## src/rtl/bj_table_pkg.sv

```systemverilog
package bj_table_pkg;

    // round phase as seen by the coin bank and the outside
    typedef enum logic [1:0] {
        BETTING     = 2'd0,
        PLAYER_TURN = 2'd1,
        DEALER_TURN = 2'd2,
        RESULT      = 2'd3
    } phase_t;

    typedef logic [7:0] coin_t;
    typedef logic [4:0] bet_t;   // wide enough for a doubled bet of 15

    //----------------------------------------------------------------------
    // balance and payout
    //----------------------------------------------------------------------
    localparam coin_t INITIAL_COIN      = 8'd30;
    localparam coin_t WIN_FACTOR        = 8'd2;
    localparam coin_t TWENTY_ONE_FACTOR = 8'd4;  // winning hand at exactly 21

endpackage

```

## src/rtl/bj_rules_pkg.sv

```systemverilog
package bj_rules_pkg;

    //----------------------------------------------------------------------
    // card and hand types
    //----------------------------------------------------------------------
    typedef logic [5:0] card_t;        // 1..10, 1 is an ace
    typedef logic [5:0] score_t;
    typedef logic [2:0] card_count_t;  // 0..4 cards held

    //----------------------------------------------------------------------
    // game rule constants
    //----------------------------------------------------------------------
    localparam card_count_t MAX_CARDS = 3'd4;

    localparam score_t BUST_LIMIT   = 6'd21;
    localparam score_t DEALER_STAND = 6'd17;  // dealer stops drawing here
    localparam score_t ACE_BONUS    = 6'd10;  // one ace counted as 11

    // ranks 11 to 13 are face cards, all worth ten
    localparam card_t FACE_VALUE = 6'd10;

    localparam logic [15:0] LFSR_SEED = 16'hACE1;

endpackage
```

## src/rtl/blackjack_top.sv

```systemverilog
`timescale 1ns/100ps

module blackjack_top (
    input  logic                 clk,
    input  logic                 reset,
    input  logic                 next,
    input  logic                 hit,
    input  logic                 stand,
    input  logic                 double,
    input  logic                 bet_8,
    input  logic                 bet_4,
    input  logic                 bet_2,
    input  logic                 bet_1,
    output bj_rules_pkg::score_t player_score,
    output bj_rules_pkg::score_t dealer_score,
    output bj_rules_pkg::card_t  player_new_card,
    output bj_rules_pkg::card_t  dealer_new_card,
    output logic                 player_card_strobe,
    output logic                 dealer_card_strobe,
    output logic                 player_turn,
    output logic                 win,
    output logic                 lose,
    output logic                 draw,
    output bj_table_pkg::coin_t  coin
);

    bj_rules_pkg::card_t       card1, card2;
    bj_rules_pkg::card_count_t player_count, dealer_count;
    bj_table_pkg::phase_t      phase;
    logic card_draw, bet_ok, start_round, doubled;
    logic player_clear, player_add_one, player_add_two;
    logic dealer_clear, dealer_add_one, dealer_add_two;
    logic player_twenty_one;

    assign player_twenty_one = (player_score == bj_rules_pkg::BUST_LIMIT);

    card_source card_source_i (
        .clk   (clk),
        .reset (reset),
        .draw  (card_draw),
        .card1 (card1),
        .card2 (card2)
    );

    //----------------------------------------------------------------------
    // one scorer per side
    //----------------------------------------------------------------------
    hand_scorer player_hand_i (
        .clk     (clk),
        .reset   (reset),
        .clear   (player_clear),
        .add_one (player_add_one),
        .add_two (player_add_two),
        .card1   (card1),
        .card2   (card2),
        .score   (player_score),
        .count   (player_count)
    );

    hand_scorer dealer_hand_i (
        .clk     (clk),
        .reset   (reset),
        .clear   (dealer_clear),
        .add_one (dealer_add_one),
        .add_two (dealer_add_two),
        .card1   (card1),
        .card2   (card2),
        .score   (dealer_score),
        .count   (dealer_count)
    );

    game_sequencer game_sequencer_i (
        .clk                (clk),
        .reset              (reset),
        .next               (next),
        .hit                (hit),
        .stand              (stand),
        .double             (double),
        .bet_ok             (bet_ok),
        .player_score       (player_score),
        .dealer_score       (dealer_score),
        .player_count       (player_count),
        .dealer_count       (dealer_count),
        .card1              (card1),
        .draw               (card_draw),
        .player_clear       (player_clear),
        .player_add_one     (player_add_one),
        .player_add_two     (player_add_two),
        .dealer_clear       (dealer_clear),
        .dealer_add_one     (dealer_add_one),
        .dealer_add_two     (dealer_add_two),
        .start_round        (start_round),
        .doubled            (doubled),
        .player_card_strobe (player_card_strobe),
        .dealer_card_strobe (dealer_card_strobe),
        .player_turn        (player_turn),
        .win                (win),
        .lose               (lose),
        .draw_result        (draw),
        .phase              (phase),
        .player_new_card    (player_new_card),
        .dealer_new_card    (dealer_new_card)
    );

    coin_bank coin_bank_i (
        .clk               (clk),
        .reset             (reset),
        .bet_8             (bet_8),
        .bet_4             (bet_4),
        .bet_2             (bet_2),
        .bet_1             (bet_1),
        .phase             (phase),
        .start_round       (start_round),
        .doubled           (doubled),
        .win               (win),
        .lose              (lose),
        .draw_result       (draw),
        .player_twenty_one (player_twenty_one),
        .bet_ok            (bet_ok),
        .coin              (coin)
    );

endmodule

```

## src/rtl/coin_bank.sv

```systemverilog
`timescale 1ns/100ps

module coin_bank (
    input  logic                 clk,
    input  logic                 reset,
    input  logic                 bet_8,
    input  logic                 bet_4,
    input  logic                 bet_2,
    input  logic                 bet_1,
    input  bj_table_pkg::phase_t phase,
    input  logic                 start_round,
    input  logic                 doubled,
    input  logic                 win,
    input  logic                 lose,
    input  logic                 draw_result,
    input  logic                 player_twenty_one,
    output logic                 bet_ok,
    output bj_table_pkg::coin_t  coin
);

    bj_table_pkg::bet_t   switch_bet, bet, bet_req;
    bj_table_pkg::phase_t last_phase;
    bj_table_pkg::coin_t  payout;
    logic                 settle;

    assign switch_bet = {1'b0, bet_8, bet_4, bet_2, bet_1};

    // switches while betting, the running bet when a double is asked
    assign bet_req = (phase == bj_table_pkg::BETTING) ? switch_bet : bet;
    assign bet_ok  = (bet_req != '0) && ({3'b000, bet_req} <= coin);

    assign settle = (phase == bj_table_pkg::RESULT) && (last_phase != bj_table_pkg::RESULT)
                    && (win || lose || draw_result);

    always_comb begin
        payout = '0;                                   // nothing back on a loss
        if (win && player_twenty_one) begin
            payout = {3'b000, bet} * bj_table_pkg::TWENTY_ONE_FACTOR;
        end else if (win) begin
            payout = {3'b000, bet} * bj_table_pkg::WIN_FACTOR;
        end else if (draw_result) begin
            payout = {3'b000, bet};
        end
    end

    always_ff @(posedge clk) begin
        if (start_round) begin
            bet <= switch_bet;
        end else if (doubled) begin
            bet <= bet + bet;
        end
    end

    //----------------------------------------------------------------------
    // balance
    //----------------------------------------------------------------------
    always_ff @(posedge clk or posedge reset) begin
        if (reset) begin
            coin       <= bj_table_pkg::INITIAL_COIN;
            last_phase <= bj_table_pkg::BETTING;
        end else begin
            last_phase <= phase;
            if (start_round) begin
                coin <= coin - {3'b000, switch_bet};
            end else if (doubled) begin
                coin <= coin - {3'b000, bet};         // second stake
            end else if (settle) begin
                coin <= coin + payout;
            end
        end
    end

endmodule

```

## src/rtl/game_sequencer.sv

```systemverilog
`timescale 1ns/100ps

module game_sequencer (
    input  logic                      clk,
    input  logic                      reset,
    input  logic                      next,
    input  logic                      hit,
    input  logic                      stand,
    input  logic                      double,
    input  logic                      bet_ok,
    input  bj_rules_pkg::score_t      player_score,
    input  bj_rules_pkg::score_t      dealer_score,
    input  bj_rules_pkg::card_count_t player_count,
    input  bj_rules_pkg::card_count_t dealer_count,
    input  bj_rules_pkg::card_t       card1,
    output logic                      draw,
    output logic                      player_clear,
    output logic                      player_add_one,
    output logic                      player_add_two,
    output logic                      dealer_clear,
    output logic                      dealer_add_one,
    output logic                      dealer_add_two,
    output logic                      start_round,
    output logic                      doubled,
    output logic                      player_card_strobe,
    output logic                      dealer_card_strobe,
    output logic                      player_turn,
    output logic                      win,
    output logic                      lose,
    output logic                      draw_result,
    output bj_table_pkg::phase_t      phase,
    output bj_rules_pkg::card_t       player_new_card,
    output bj_rules_pkg::card_t       dealer_new_card
);

    // the wait states give the scorers a cycle to register the new score
    typedef enum logic [3:0] {
        S_BET, S_DEAL_D, S_DEAL_W, S_DEAL_CHK, S_PLAY, S_PLAY_W,
        S_DBL_W, S_DEALER, S_DEALER_W, S_RESULT
    } state_t;

    state_t state, state_nxt;
    logic   lose_c, win_c;

    //----------------------------------------------------------------------
    // next state and one-cycle pulses
    //----------------------------------------------------------------------
    always_comb begin
        state_nxt      = state;
        draw           = 1'b0;
        player_clear   = 1'b0;
        player_add_one = 1'b0;
        player_add_two = 1'b0;
        dealer_clear   = 1'b0;
        dealer_add_one = 1'b0;
        dealer_add_two = 1'b0;
        start_round    = 1'b0;
        doubled        = 1'b0;
        case (state)
            S_BET: if (next && bet_ok) begin
                draw           = 1'b1;
                player_add_two = 1'b1;
                start_round    = 1'b1;
                state_nxt      = S_DEAL_D;
            end
            S_DEAL_D: begin
                draw           = 1'b1;
                dealer_add_two = 1'b1;
                state_nxt      = S_DEAL_W;
            end
            S_DEAL_W: state_nxt = S_DEAL_CHK;
            S_DEAL_CHK: begin
                state_nxt = (dealer_score == bj_rules_pkg::BUST_LIMIT) ? S_RESULT : S_PLAY;
            end
            S_PLAY: begin
                if (player_score > bj_rules_pkg::BUST_LIMIT) begin
                    state_nxt = S_RESULT;
                end else if (player_score == bj_rules_pkg::BUST_LIMIT) begin
                    state_nxt = S_DEALER;
                end else if (hit) begin           // hit > double > stand
                    if (player_count < bj_rules_pkg::MAX_CARDS) begin
                        draw           = 1'b1;
                        player_add_one = 1'b1;
                        state_nxt      = S_PLAY_W;
                    end
                end else if (double) begin
                    if (player_count == 3'd2 && bet_ok) begin
                        draw           = 1'b1;
                        player_add_one = 1'b1;
                        doubled        = 1'b1;
                        state_nxt      = S_DBL_W;
                    end
                end else if (stand) begin
                    state_nxt = S_DEALER;
                end
            end
            S_PLAY_W: state_nxt = S_PLAY;
            S_DBL_W:  state_nxt = S_DEALER;
            S_DEALER: begin
                if (dealer_score < bj_rules_pkg::DEALER_STAND &&
                    dealer_count < bj_rules_pkg::MAX_CARDS) begin
                    draw           = 1'b1;
                    dealer_add_one = 1'b1;
                    state_nxt      = S_DEALER_W;
                end else begin
                    state_nxt = S_RESULT;
                end
            end
            S_DEALER_W: state_nxt = S_DEALER;
            S_RESULT: if (next) begin
                player_clear = 1'b1;
                dealer_clear = 1'b1;
                state_nxt    = S_BET;
            end
            default: state_nxt = S_BET;
        endcase
    end

    always_comb begin
        case (state)
            S_PLAY, S_PLAY_W:                phase = bj_table_pkg::PLAYER_TURN;
            S_DBL_W, S_DEALER, S_DEALER_W:   phase = bj_table_pkg::DEALER_TURN;
            S_RESULT:                        phase = bj_table_pkg::RESULT;
            default:                         phase = bj_table_pkg::BETTING;
        endcase
    end

    assign player_turn = (phase == bj_table_pkg::PLAYER_TURN);

    //----------------------------------------------------------------------
    // outcome rule
    //----------------------------------------------------------------------
    assign lose_c = (player_score > bj_rules_pkg::BUST_LIMIT) ||
                    (dealer_score <= bj_rules_pkg::BUST_LIMIT && dealer_score > player_score);
    assign win_c  = !lose_c &&
                    (dealer_score > bj_rules_pkg::BUST_LIMIT || player_score > dealer_score);

    always_ff @(posedge clk or posedge reset) begin
        if (reset) begin
            state              <= S_BET;
            player_card_strobe <= 1'b0;
            dealer_card_strobe <= 1'b0;
            player_new_card    <= '0;
            dealer_new_card    <= '0;
            win                <= 1'b0;
            lose               <= 1'b0;
            draw_result        <= 1'b0;
        end else begin
            state              <= state_nxt;
            player_card_strobe <= player_add_one | player_add_two;
            dealer_card_strobe <= dealer_add_one | dealer_add_two;
            if (player_add_one || player_add_two) player_new_card <= card1;
            if (dealer_add_one || dealer_add_two) dealer_new_card <= card1;
            // levels rise with RESULT and hold until next
            win         <= (state_nxt == S_RESULT) && win_c;
            lose        <= (state_nxt == S_RESULT) && lose_c;
            draw_result <= (state_nxt == S_RESULT) && !win_c && !lose_c;
        end
    end

endmodule

```

## src/rtl/hand_scorer.sv

```systemverilog
`timescale 1ns/100ps

module hand_scorer (
    input  logic                      clk,
    input  logic                      reset,
    input  logic                      clear,
    input  logic                      add_one,
    input  logic                      add_two,
    input  bj_rules_pkg::card_t       card1,
    input  bj_rules_pkg::card_t       card2,
    output bj_rules_pkg::score_t      score,
    output bj_rules_pkg::card_count_t count
);

    bj_rules_pkg::card_t  cards [0:3];
    bj_rules_pkg::score_t sum;
    logic                 has_ace;

    // card slots are payload, only count says which are live
    always_ff @(posedge clk) begin
        if (add_one && count < bj_rules_pkg::MAX_CARDS) begin
            cards[count[1:0]] <= card1;
        end else if (add_two && count <= bj_rules_pkg::MAX_CARDS - 3'd2) begin
            cards[count[1:0]]        <= card1;
            cards[count[1:0] + 2'd1] <= card2;
        end
    end

    always_ff @(posedge clk or posedge reset) begin
        if (reset) begin
            count <= '0;
        end else if (clear) begin
            count <= '0;
        end else if (add_one && count < bj_rules_pkg::MAX_CARDS) begin
            count <= count + 3'd1;
        end else if (add_two && count <= bj_rules_pkg::MAX_CARDS - 3'd2) begin
            count <= count + 3'd2;
        end
    end

    //----------------------------------------------------------------------
    // score, one ace may count as 11
    //----------------------------------------------------------------------
    always_comb begin
        sum     = '0;
        has_ace = 1'b0;
        for (int i = 0; i < 4; i++) begin
            if (bj_rules_pkg::card_count_t'(i) < count) begin
                sum = sum + cards[i];
                if (cards[i] == 6'd1) has_ace = 1'b1;
            end
        end
    end

    always_ff @(posedge clk or posedge reset) begin
        if (reset) begin
            score <= '0;
        end else if (has_ace && sum + bj_rules_pkg::ACE_BONUS <= bj_rules_pkg::BUST_LIMIT) begin
            score <= sum + bj_rules_pkg::ACE_BONUS;
        end else begin
            score <= sum;
        end
    end

endmodule

```

## src/rtl/card_source.sv

```systemverilog
`timescale 1ns/100ps

module card_source (
    input  logic                clk,
    input  logic                reset,
    input  logic                draw,
    output bj_rules_pkg::card_t card1,
    output bj_rules_pkg::card_t card2
);

    logic [15:0] lfsr;

    // nibble -> rank 1..13 -> card value with faces capped
    function automatic bj_rules_pkg::card_t nibble_to_card(input logic [3:0] nib);
        logic [3:0] rank;
        rank = (nib % 4'd13) + 4'd1;
        if ({2'b00, rank} > bj_rules_pkg::FACE_VALUE) begin
            return bj_rules_pkg::FACE_VALUE;
        end
        return {2'b00, rank};
    endfunction

    assign card1 = nibble_to_card(lfsr[3:0]);
    assign card2 = nibble_to_card(lfsr[11:8]);   // third nibble

    //----------------------------------------------------------------------
    // galois step, taps 16 14 13 11
    //----------------------------------------------------------------------
    always_ff @(posedge clk or posedge reset) begin
        if (reset) begin
            lfsr <= bj_rules_pkg::LFSR_SEED;
        end else if (draw) begin
            lfsr <= {1'b0, lfsr[15:1]} ^ (lfsr[0] ? 16'hB400 : 16'h0000);
        end
    end

endmodule

```

## config.mk

```make
export PLATFORM = sky130hd
export DESIGN_NAME = blackjack_top
export DESIGN_NICKNAME = d
export VERILOG_FILES = /design/src/rtl/bj_table_pkg.sv /design/src/rtl/bj_rules_pkg.sv /design/src/rtl/blackjack_top.sv /design/src/rtl/coin_bank.sv /design/src/rtl/game_sequencer.sv /design/src/rtl/hand_scorer.sv /design/src/rtl/card_source.sv
export SDC_FILE = /design/constraint.sdc
export NUM_CORES = 1
export LEC_CHECK = 0
export ABC_AREA = 1
export BUFFER_PORTS_ARGS = -buffer_cell sky130_fd_sc_hd__buf_2
export CAP_MARGIN = 20
export CORE_ASPECT_RATIO = 0.75
export CORE_UTILIZATION = 45
export CTS_CLUSTER_SIZE = 14
export DETAILED_ROUTE_END_ITERATION = 6
export PLACE_DENSITY = 0.68
export SLEW_MARGIN = 15
export SYNTH_ARGS = -nofsm -noshare
export SYNTH_HDL_FRONTEND = slang
export SYNTH_SLANG_ARGS = --single-unit
export TNS_END_PERCENT = 30
```

## constraint.sdc

```tcl
create_clock -name clk -period 6.7 [get_ports clk]
set_input_delay 1.34 -clock clk [delete_from_list [all_inputs] [get_ports clk]]
set_output_delay 1.34 -clock clk [all_outputs]
set_load 0.03 [all_outputs]
```

### After elaboration in Yosys (flattened, before gate mapping)

Memory sizes are Yosys's and may differ from the RTL's.
Cells that the tools add are included.

| storage, ports and cells | value |
|---|---|
| RAM bits | 48 |
| word-level logic and storage cells | 222 |
| output and inout port bits | 38 |
| flip-flop bits (word level) | 70 |
| memories | 2 |

Memories:

| memory | depth | bits a word | read ports | clocked after memory_dff | wr ports | RTL line | source |
|---|---|---|---|---|---|---|---|
| dealer_hand_i.cards | 4 | 6 | 4 | 0 | 2 | hand_scorer.sv:15 | `bj_rules_pkg::card_t cards [0:3];` |
| player_hand_i.cards | 4 | 6 | 4 | 0 | 2 | hand_scorer.sv:15 |  |

| operators by class | value |
|---|---|
| muxes and demuxes | 92 |
| reduce and logical (&&, ||, !) cells | 37 |
| bitwise logic cells | 5 |
| order comparisons | 23 |
| equality and inequality tests | 24 |
| div/mod/pow operators | 2 |
| add/subtract/negate cells | 20 |

Operators with widths:

| operator | count |
|---|---|
| 6-bit 2-to-1 mux | 17 |
| 6-bit by 1-bit == test with 1-bit output (second input constant) | 8 |
| 4-bit 2-to-1 mux | 12 |
| 1-bit 2-to-1 mux | 47 |
| 6-bit adder | 6 |
| 4-bit case mux with 9 select lines | 1 |
| 8-bit 2-to-1 mux | 4 |
| 1-bit logical AND | 19 |
| 6-bit by 5-bit <= comparator with 1-bit output (second input constant) | 3 |
| 3-bit 2-to-1 mux | 6 |
| 4-bit by 3-bit == test with 1-bit output (second input constant) | 4 |
| 16-bit 2-to-1 mux | 1 |
| 15-bit by 16-bit bitwise XOR with 16-bit output | 1 |
| 6-bit by 4-bit adder with 6-bit output (second input constant) | 2 |
| 4-bit == test (second input constant) | 3 |
| 6-bit by 5-bit == test with 1-bit output (second input constant) | 2 |
| 6-bit by 5-bit > comparator with 1-bit output (second input constant) | 2 |
| 6-bit > comparator | 2 |
| 1-bit by 3-bit less-than comparator with 1-bit output (first input constant) | 4 |
| 2-bit by 3-bit less-than comparator with 1-bit output (first input constant) | 4 |
| 5-bit 2-to-1 mux | 2 |
| 3-bit nonzero test | 3 |
| 4-bit by 1-bit adder with 4-bit output (second input constant) | 2 |
| 8-bit adder | 1 |
| other kinds (29) | 47 |

### Depth between registers and ports, before layout

Gate-level depths: netlist (run 1).

| logic depth | value |
|---|---|
| word-level depth | 18 |
| mapped depth | 34 |

### Hierarchy

From an unflattened synthesis (run 1), not the netlist that was laid out.

| unflattened totals | value |
|---|---|
| cells, all modules | 1316 |
| area total of the unflattened synthesis | 9731.8 um^2 |

By module, submodules not included:

| module | times used | sequential area each (um^2) | cells an instance | area each (um^2) |
|---|---|---|---|---|
| hand_scorer at dealer_hand_i | 1 | 945.9 | 386 | 2881.5 |
| hand_scorer at player_hand_i | 1 | 945.9 | 385 | 2870.3 |
| coin_bank | 1 | 395.4 | 200 | 1436.4 |
| game_sequencer | 1 | 525.5 | 196 | 1397.6 |
| card_source | 1 | 410.4 | 142 | 1117.3 |
| blackjack_top | 1 | 0.0 | 7 | 28.8 |

### Worst setup path after synthesis (run 1)

OpenSTA, ideal clock, no wires.

| path | value |
|---|---|
| path type | reg2reg |
| start point | reg dealer_hand_i.count[2] |
| end point | reg dealer_hand_i.score[5] |
| data required time | 6581 ps |
| arrival | 4937 ps |
| setup time | 119 ps |
| clock period less this slack | 5056 ps |
| path buffers | 1 |
| stages on the path, launching flop included | 27 |
| path slack | 1644 ps |
| path through | dfrtp_1 -> inv_1 -> clkbuf_1 -> ha_1 -> inv_1 -> nor2_1 -> inv_1 -> nand2_1 -> inv_1 -> ha_1 -> inv_1 -> fa_1 -> o21ai_0 -> inv_1 -> fa_1 -> o21ai_0 -> inv_1 -> fa_1 -> or2_2 -> nand2_1 -> ha_1 -> inv_1 -> nand3_1 -> nand3_1 -> nand2_1 -> nand3_2 -> and2_1 |

| between the ends | value |
|---|---|
| word-level cells in the longest chain between the ends | 12 |

RTL lines:

| what | RTL line | source |
|---|---|---|
| from (decl) | hand_scorer.sv:12 | `output bj_rules_pkg::card_count_t count` |
| from (signal assigned) | hand_scorer.sv:35 | `count <= count + 3'd1;` |
| from (signal assigned) | hand_scorer.sv:37 | `count <= count + 3'd2;` |
| 1-bit by 3-bit less-than comparator with 1-bit output | hand_scorer.sv:48 | `if (bj_rules_pkg::card_count_t'(i) < count) begin` |
| 6-bit 2-to-1 mux | hand_scorer.sv:48 |  |
| 6-bit adder | hand_scorer.sv:49 | `sum = sum + cards[i];` |
| 6-bit 2-to-1 mux | hand_scorer.sv:48 |  |
| 6-bit adder | hand_scorer.sv:49 |  |
| 6-bit 2-to-1 mux | hand_scorer.sv:48 |  |
| 6-bit adder | hand_scorer.sv:49 |  |
| 6-bit 2-to-1 mux | hand_scorer.sv:48 |  |
| 6-bit by 4-bit adder with 6-bit output | hand_scorer.sv:58, hand_scorer.sv:59 |  |
| 6-bit by 5-bit <= comparator with 1-bit output | hand_scorer.sv:58 | `end else if (has_ace && sum + bj_rules_pkg::ACE_BONUS <= bj_rules_pkg::BUST_LIMIT) begin` |
| 1-bit logical AND | hand_scorer.sv:58 |  |
| 6-bit 2-to-1 mux (*) | hand_scorer.sv:58 |  |
| to (signal assigned) | hand_scorer.sv:59 | `score <= sum + bj_rules_pkg::ACE_BONUS;` |
| to (signal assigned) | hand_scorer.sv:61 | `score <= sum;` |
| to (decl) | hand_scorer.sv:11 | `output bj_rules_pkg::score_t score,` |

Every way passes the cells marked *; elsewhere a longest branch is shown, timed or not.
A chain may end at the register's enable or synchronous reset.

### Final worst setup path (run 1)

| path | value |
|---|---|
| start point | reg player_hand_i.count[2] |
| end point | reg player_hand_i.score[3] |

| between the ends | value |
|---|---|
| word-level cells in the longest chain between the ends | 12 |

RTL lines:

| what | RTL line |
|---|---|
| from (decl) | hand_scorer.sv:12 |
| from (signal assigned) | hand_scorer.sv:35 |
| from (signal assigned) | hand_scorer.sv:37 |
| 1-bit by 3-bit less-than comparator with 1-bit output | hand_scorer.sv:48 |
| 6-bit 2-to-1 mux | hand_scorer.sv:48 |
| 6-bit adder | hand_scorer.sv:49 |
| 6-bit 2-to-1 mux | hand_scorer.sv:48 |
| 6-bit adder | hand_scorer.sv:49 |
| 6-bit 2-to-1 mux | hand_scorer.sv:48 |
| 6-bit adder | hand_scorer.sv:49 |
| 6-bit 2-to-1 mux | hand_scorer.sv:48 |
| 6-bit by 4-bit adder with 6-bit output | hand_scorer.sv:58, hand_scorer.sv:59 |
| 6-bit by 5-bit <= comparator with 1-bit output | hand_scorer.sv:58 |
| 1-bit logical AND | hand_scorer.sv:58 |
| 6-bit 2-to-1 mux (*) | hand_scorer.sv:58 |
| to (signal assigned) | hand_scorer.sv:59 |
| to (signal assigned) | hand_scorer.sv:61 |
| to (decl) | hand_scorer.sv:11 |

Marks and branches as above.

==> results of run 1 <==
## cell families after synthesis
kind of cell	count (synthesis)	share of synthesized area
AO/OA/AOI/OAI	177	0.129
flip-flops	98	0.343
adder cells (fa/ha/maj)	78	0.134
XOR/XNOR	18	0.0229
other	1	0.000487
AND/OR/NAND/NOR	491	0.283
buffers and inverters	167	0.0884
## final timing paths
check | from | to | depth (start not counted)
worst min register to register | card_source_i.lfsr[5]$_DFFE_PP1P_ | card_source_i.lfsr[5]$_DFFE_PP1P_ | 2
worst max register to register | player_hand_i.count[2]$_DFFE_PP0P_ | player_hand_i.score[3]$_DFF_PP0_ | 24
worst min-delay path | card_source_i.lfsr[5]$_DFFE_PP1P_ | card_source_i.lfsr[5]$_DFFE_PP1P_ | 2
worst max-delay path | player_hand_i.count[2]$_DFFE_PP0P_ | player_hand_i.score[3]$_DFF_PP0_ | 24
max in group asynchronous | reset | dealer_hand_i.count[0]$_DFFE_PP0P_ | 3
min in group asynchronous | reset | coin_bank_i.coin[5]$_DFFE_PP0P_ | 3
## cells in the mapped netlist (3+ instances only)
master    count
a21oi_1      46
a31oi_1       5
and2_1        3
buf_2         3
buf_4         4
buf_6         4
dfrtp_1      49
dfstp_2      12
edfxtp_1     36
fa_1          7
ha_1         71
inv_1       144
inv_2         8
nand2_1     268
nand2_2       7
nand2_4       3
nand3_1      88
nand3_2       4
nand3b_1      7
nand4_1      18
nor2_1       69
nor2_2        3
nor3_1        6
o211ai_1      3
o21ai_0      84
o21ai_1      12
o21ai_2      10
o22ai_1       5
or2_2         7
xor2_1       15
## state kept, by name, indices dropped and copies added (netlist names), 2 cells and up
signal,count
card_source_i.lfsr,16
coin_bank_i.bet,5
coin_bank_i.coin,8
dealer_hand_i.count,3
coin_bank_i.last_phase,2
game_sequencer_i.player_new_card,4
dealer_hand_i.cards,16
game_sequencer_i.dealer_new_card,4
game_sequencer_i.state,4
dealer_hand_i.score,6
player_hand_i.count,3
player_hand_i.cards,16
player_hand_i.score,6
## final cells by class
type / instances / area, µm²
Sequential cell: 98 / 2640
Tap cell: 215 / 269
Clock buffer: 12 / 246
Clock inverter: 4 / 50.0
Inverter: 154 / 583
Timing Repair Buffer: 44 / 223
Multi-Input combinational cell: 768 / 4390
Fill cell: 1596 / 8370
## metal layers
layer / vias to the layer above / global-route usage / share of wire
li1: 3489 / - / -
met1: 3005 / 0.299 / 0.52
met2: 159 / 0.310 / 0.42
met3: 12 / 0.0392 / 0.051
met4: 0 / 0.0431 / 0.0077
met5: - / 0 / 0
## through the flow
stage          std cells  worst slack, ps  utilization  hold WS (ps)
5_1_grt             1295              518        0.501           474
4_1_cts             1295             1140        0.501           466
6_report            1295             1060        0.501           465
2_1_floorplan       1033             1640            -           442
3_3_place_gp        1279             1340        0.483           452
3_5_place_dp        1279             1180        0.483           455
## placed cells by master (no fill, tap or decap), types with 3 or more instances in the layout
cell type,count
xor2_1,15
nor2_2,3
nand2_1,268
buf_2,43
nand3_1,88
nand3b_1,7
inv_4,3
nor2_1,69
or2_2,7
o21ai_2,10
inv_2,9
nand2_2,7
edfxtp_1,36
nor3_1,6
fa_1,7
o21ai_0,84
nand2_4,3
a31oi_1,5
inv_1,143
o22ai_1,5
a21oi_1,46
nand4_1,18
clkbuf_16,9
o21ai_1,12
conb_1,4
and2_1,3
o211ai_1,3
ha_1,71
dfrtp_1,49
dfstp_2,12
nand3_2,4
## critical path, delay by kind of cell (launching register included)
family / cells / cell delay (ps)
AO/OA/AOI/OAI: 3 / 970
XOR/XNOR: 1 / 150
adder cells (fa/ha/maj): 6 / 2070
buffers and inverters: 6 / 810
flip-flops: 1 / 460
AND/OR/NAND/NOR: 8 / 1020
==> flow_summary.yaml, run 1 <==
setup_path:
  crit_arrival_ps: 5870
  ff2ff_setup_slack_ps: 1060
  critPathLaunchType: "register"
  worstPathMaxFanout: 13
  crit_chain: "inv_1, ha_1, inv_1, nor2_1, nor2_1, ha_1, inv_1, fa_1, o21ai_0, inv_1, fa_1, o21ai_0, inv_1, fa_1, xor2_1, o21ai_0, ha_1, inv_1, nand3_1, nand3_1, nand2_1, nand3_2, nand2_1, nand2_1"
  cpPeakStageDelay_ps: 460
  critical_path.endpoint_type: "register"
  cpMostUsedCell: "inv_1"
  cpMaxStageDelayCell: "dfrtp_1"
  setup.worst_path.class: "reg2reg"
  crit_required_ps: 6940
timing:
  timing.slew.headroom: 0.480
  hold_viol_final: 0
  layout_min_cycle_time_ps: 5640
  slew_viol_final: 0
  setup_viol: 0
  skew_ps: 7.93
  clock.fmax_ghz: 0.177
  fin_tns_setup_ps: 0
  max_slew.worst_pin.slew_ps: 781
  rsz0062_at_grt: "false"
  period_share: 0.841
global_route:
  grt_pass1_wl_mm: 28.9
  first_global_vias: 5951
  track_usage: 0.203
  gr-total-overflow: 0
  antenna_found_initial: 0
  grt_max_degree: 62
logic_synthesis:
  synthArstFlopShare: 0.622
  ys_ff_latch: 98
  synthDistinctLibCells: 52
  synth_seq_area_share: 0.343
  yosys_warnings: 0
  synth_top_area_frac: 0.159
  synth_area_per_cell_um2: 7.48
  synth_edf_count: 36
  synthTopCellsByArea: "dfrtp_1 (16%), edfxtp_1 (14%), nand2_1 (13%)"
  synthFlopType: "dfrtp_1"
  netlist_area_um2: 7700
  synth_top_area_cell: "dfrtp_1"
  netlist_instances: 1030
outcome:
  outcome: "finished, final reports clean"
clocking:
  cts_resized: 0
  insertion_delay_ps: 350
  clockBufferDepth: 2
  cts_sinks: 98
  htreeDepth: 3
  postCtsHoldBufs: 0
  clock-root-buffer: "clkbuf_16"
  cts_buffers: 9
  tritoncts: "yes"
  path_clk_slew_ps: 70
  cts.repair_timing.setup_buffer_count: 0
floorplanning:
  die_h_um: 115
  row_count: 41
  core_area_um2: 16800
  io_pins: 48
  dieArea_um2: 17700
  fp.dieW_um: 153
  start_util: 0.459
worst_hold_path:
  hp-class: "reg2reg"
drt:
  wl_per_cell_um: 13.1
  vias_per_cell: 5.15
  final_antenna_net_count: 0
  firstDrtPassIters: 5
  drt_iter0_drc: 437
  drc: 0
  via_count: 6665
  routed_wl_mm: 17.0
final_layout:
  drive_gt1_frac: 0.113
  final_area_um2: 8410
  area_delta_synth_final_pct: 9.11
  n_antenna_cell: 0
  final_nets: 1163
place:
  hpwl_mm: 13.4
  portBuffers: 43
  placed_area_um2: 8110
  finalWeightedCongestion: 0.952
flow_run:
  cap_violations: 0
Power of run 1 is not shown: default switching activity piles up to over one toggle a cycle in this logic, so the estimate is an artifact.
==> run 2, diff against run 1 <==
==> constraint.sdc (replaced) <==
create_clock -name clk -period 5.75 [get_ports clk]
set_input_delay 1.15 -clock clk [delete_from_list [all_inputs] [get_ports clk]]
set_output_delay 1.15 -clock clk [all_outputs]
set_load 0.03 [all_outputs]
==> flow_summary.yaml, run 2 (synthesis results as in run 1) <==
global_route:
  track_usage: 0.202
  grt_max_degree: 62
  gr-total-overflow: 0
  grt_pass1_wl_mm: 28.6
  antenna_found_initial: 0
  first_global_vias: 5899
clocking:
  path_clk_slew_ps: 70
  cts_buffers: 9
  clock-root-buffer: "clkbuf_16"
  cts_sinks: 98
  insertion_delay_ps: 350
  htreeDepth: 3
  tritoncts: "yes"
  clockBufferDepth: 2
  postCtsHoldBufs: 0
final_layout:
  mostFrequentLayoutCell: "nand2_1"
  final_nets: 1165
  final_cell_mix: "nand2_1 (268), inv_1 (143), nand3_1 (88)"
  fillerInstances: 1616
  area_delta_synth_final_pct: 9.00
  drive_gt1_frac: 0.115
  n_antenna_cell: 0
setup_path:
  crit_required_ps: 5990
  crit_arrival_ps: 5480
  setup.worst_path.class: "reg2reg"
  critPathLaunchType: "register"
  worstPathMaxFanout: 8
  ff2ff_setup_slack_ps: 510
  critical_path.endpoint_type: "register"
flow_run:
  cap_violations: 0
timing:
  layout_min_cycle_time_ps: 5240
  rsz0062_at_grt: "false"
  clock.fmax_ghz: 0.191
  skew_ps: 14.2
  period_share: 0.911
  hold_viol_final: 0
  slew_viol_final: 0
  max_slew.worst_pin.slew_ps: 817
  fin_tns_setup_ps: 0
  setup_viol: 0
  timing.slew.headroom: 0.455
floorplanning:
  start_util: 0.459
  row_count: 41
  core_area_um2: 16800
  fp.dieW_um: 153
  die_h_um: 115
  dieArea_um2: 17700
  io_pins: 48
drt:
  routed_wl_mm: 17.1
  final_antenna_net_count: 0
  via_count: 6697
  drt_iter0_drc: 471
  vias_per_cell: 5.16
  drc: 0
  wl_per_cell_um: 13.2
  firstDrtPassIters: 5
place:
  finalWeightedCongestion: 0.905
  hpwl_mm: 13.4
  portBuffers: 43
outcome:
  outcome: "finished, final reports clean"
worst_hold_path:
  hp-class: "reg2reg"
==> run 2: path summary, 6_finish.rpt <==
kind | depth (start not counted) | to | from
min reg2reg | 2 | card_source_i.lfsr[5]$_DFFE_PP1P_ | card_source_i.lfsr[6]$_DFFE_PP1P_
min in group asynchronous | 3 | coin_bank_i.coin[5]$_DFFE_PP0P_ | reset
max | 25 | dealer_hand_i.score[5]$_DFF_PP0_ | dealer_hand_i.count[1]$_DFFE_PP0P_
max reg2reg | 25 | dealer_hand_i.score[5]$_DFF_PP0_ | dealer_hand_i.count[1]$_DFFE_PP0P_
min | 2 | card_source_i.lfsr[5]$_DFFE_PP1P_ | card_source_i.lfsr[6]$_DFFE_PP1P_
max in group asynchronous | 3 | player_hand_i.score[5]$_DFF_PP0_ | reset
==> run 2: critical path: stages (launching register included) <==
cell	delay, ps
dfrtp_1	470
inv_1	160
ha_1	260
inv_1	150
nor2_1	190
inv_1	80
nand2_1	100
inv_1	50
ha_1	190
inv_1	70
fa_1	390
o21ai_0	280
inv_1	110
fa_1	440
o21ai_0	310
inv_1	100
fa_1	440
or2_2	290
nand2_1	130
ha_1	190
inv_1	40
nand3_1	140
nand3_1	80
nand2_1	160
nand3_2	140
and2_1	160
==> run 2: per-stage QoR <==
stage          instances  area, µm²   util  hold slack [ps]  setup WS (ps)
2_1_floorplan       1033       7710      -              442            694
3_3_place_gp        1281       8120  0.484              451            528
3_5_place_dp        1281       8120  0.484              455            348
4_1_cts             1297       8400  0.501              466            326
5_1_grt             1297       8400  0.501              477           58.0
6_report            1297       8400  0.501              464            513
==> run 2: what timing repair did <==
action,4_1_cts,5_1_grt
endpoints found under the setup margin,0,5
resized for setup,0,3
setup buffers,0,0
==> run 2: layout make-up <==
| class | count | area, µm² | area share |
|---|---|---|---|
| Clock buffer | 12 | 246 | 0.0294 |
| Clock inverter | 4 | 26.3 | 0.00313 |
| Inverter | 154 | 583 | 0.0694 |
| Multi-Input combinational cell | 768 | 4390 | 0.523 |
| Sequential cell | 98 | 2640 | 0.315 |
| Tap cell | 215 | 269 | 0.0320 |
| Timing Repair Buffer | 46 | 238 | 0.0283 |
==> run 2: per-layer routing <==
| layer | track usage | share of wire | vias to the layer above |
|---|---|---|---|
| met5 | 0 | 0 | - |
| met4 | 0.0478 | 0.010 | 0 |
| met3 | 0.0343 | 0.052 | 13 |
| met2 | 0.304 | 0.41 | 163 |
| met1 | 0.301 | 0.52 | 3022 |
| li1 | - | - | 3499 |
Power of run 2 is left out for the same reason.
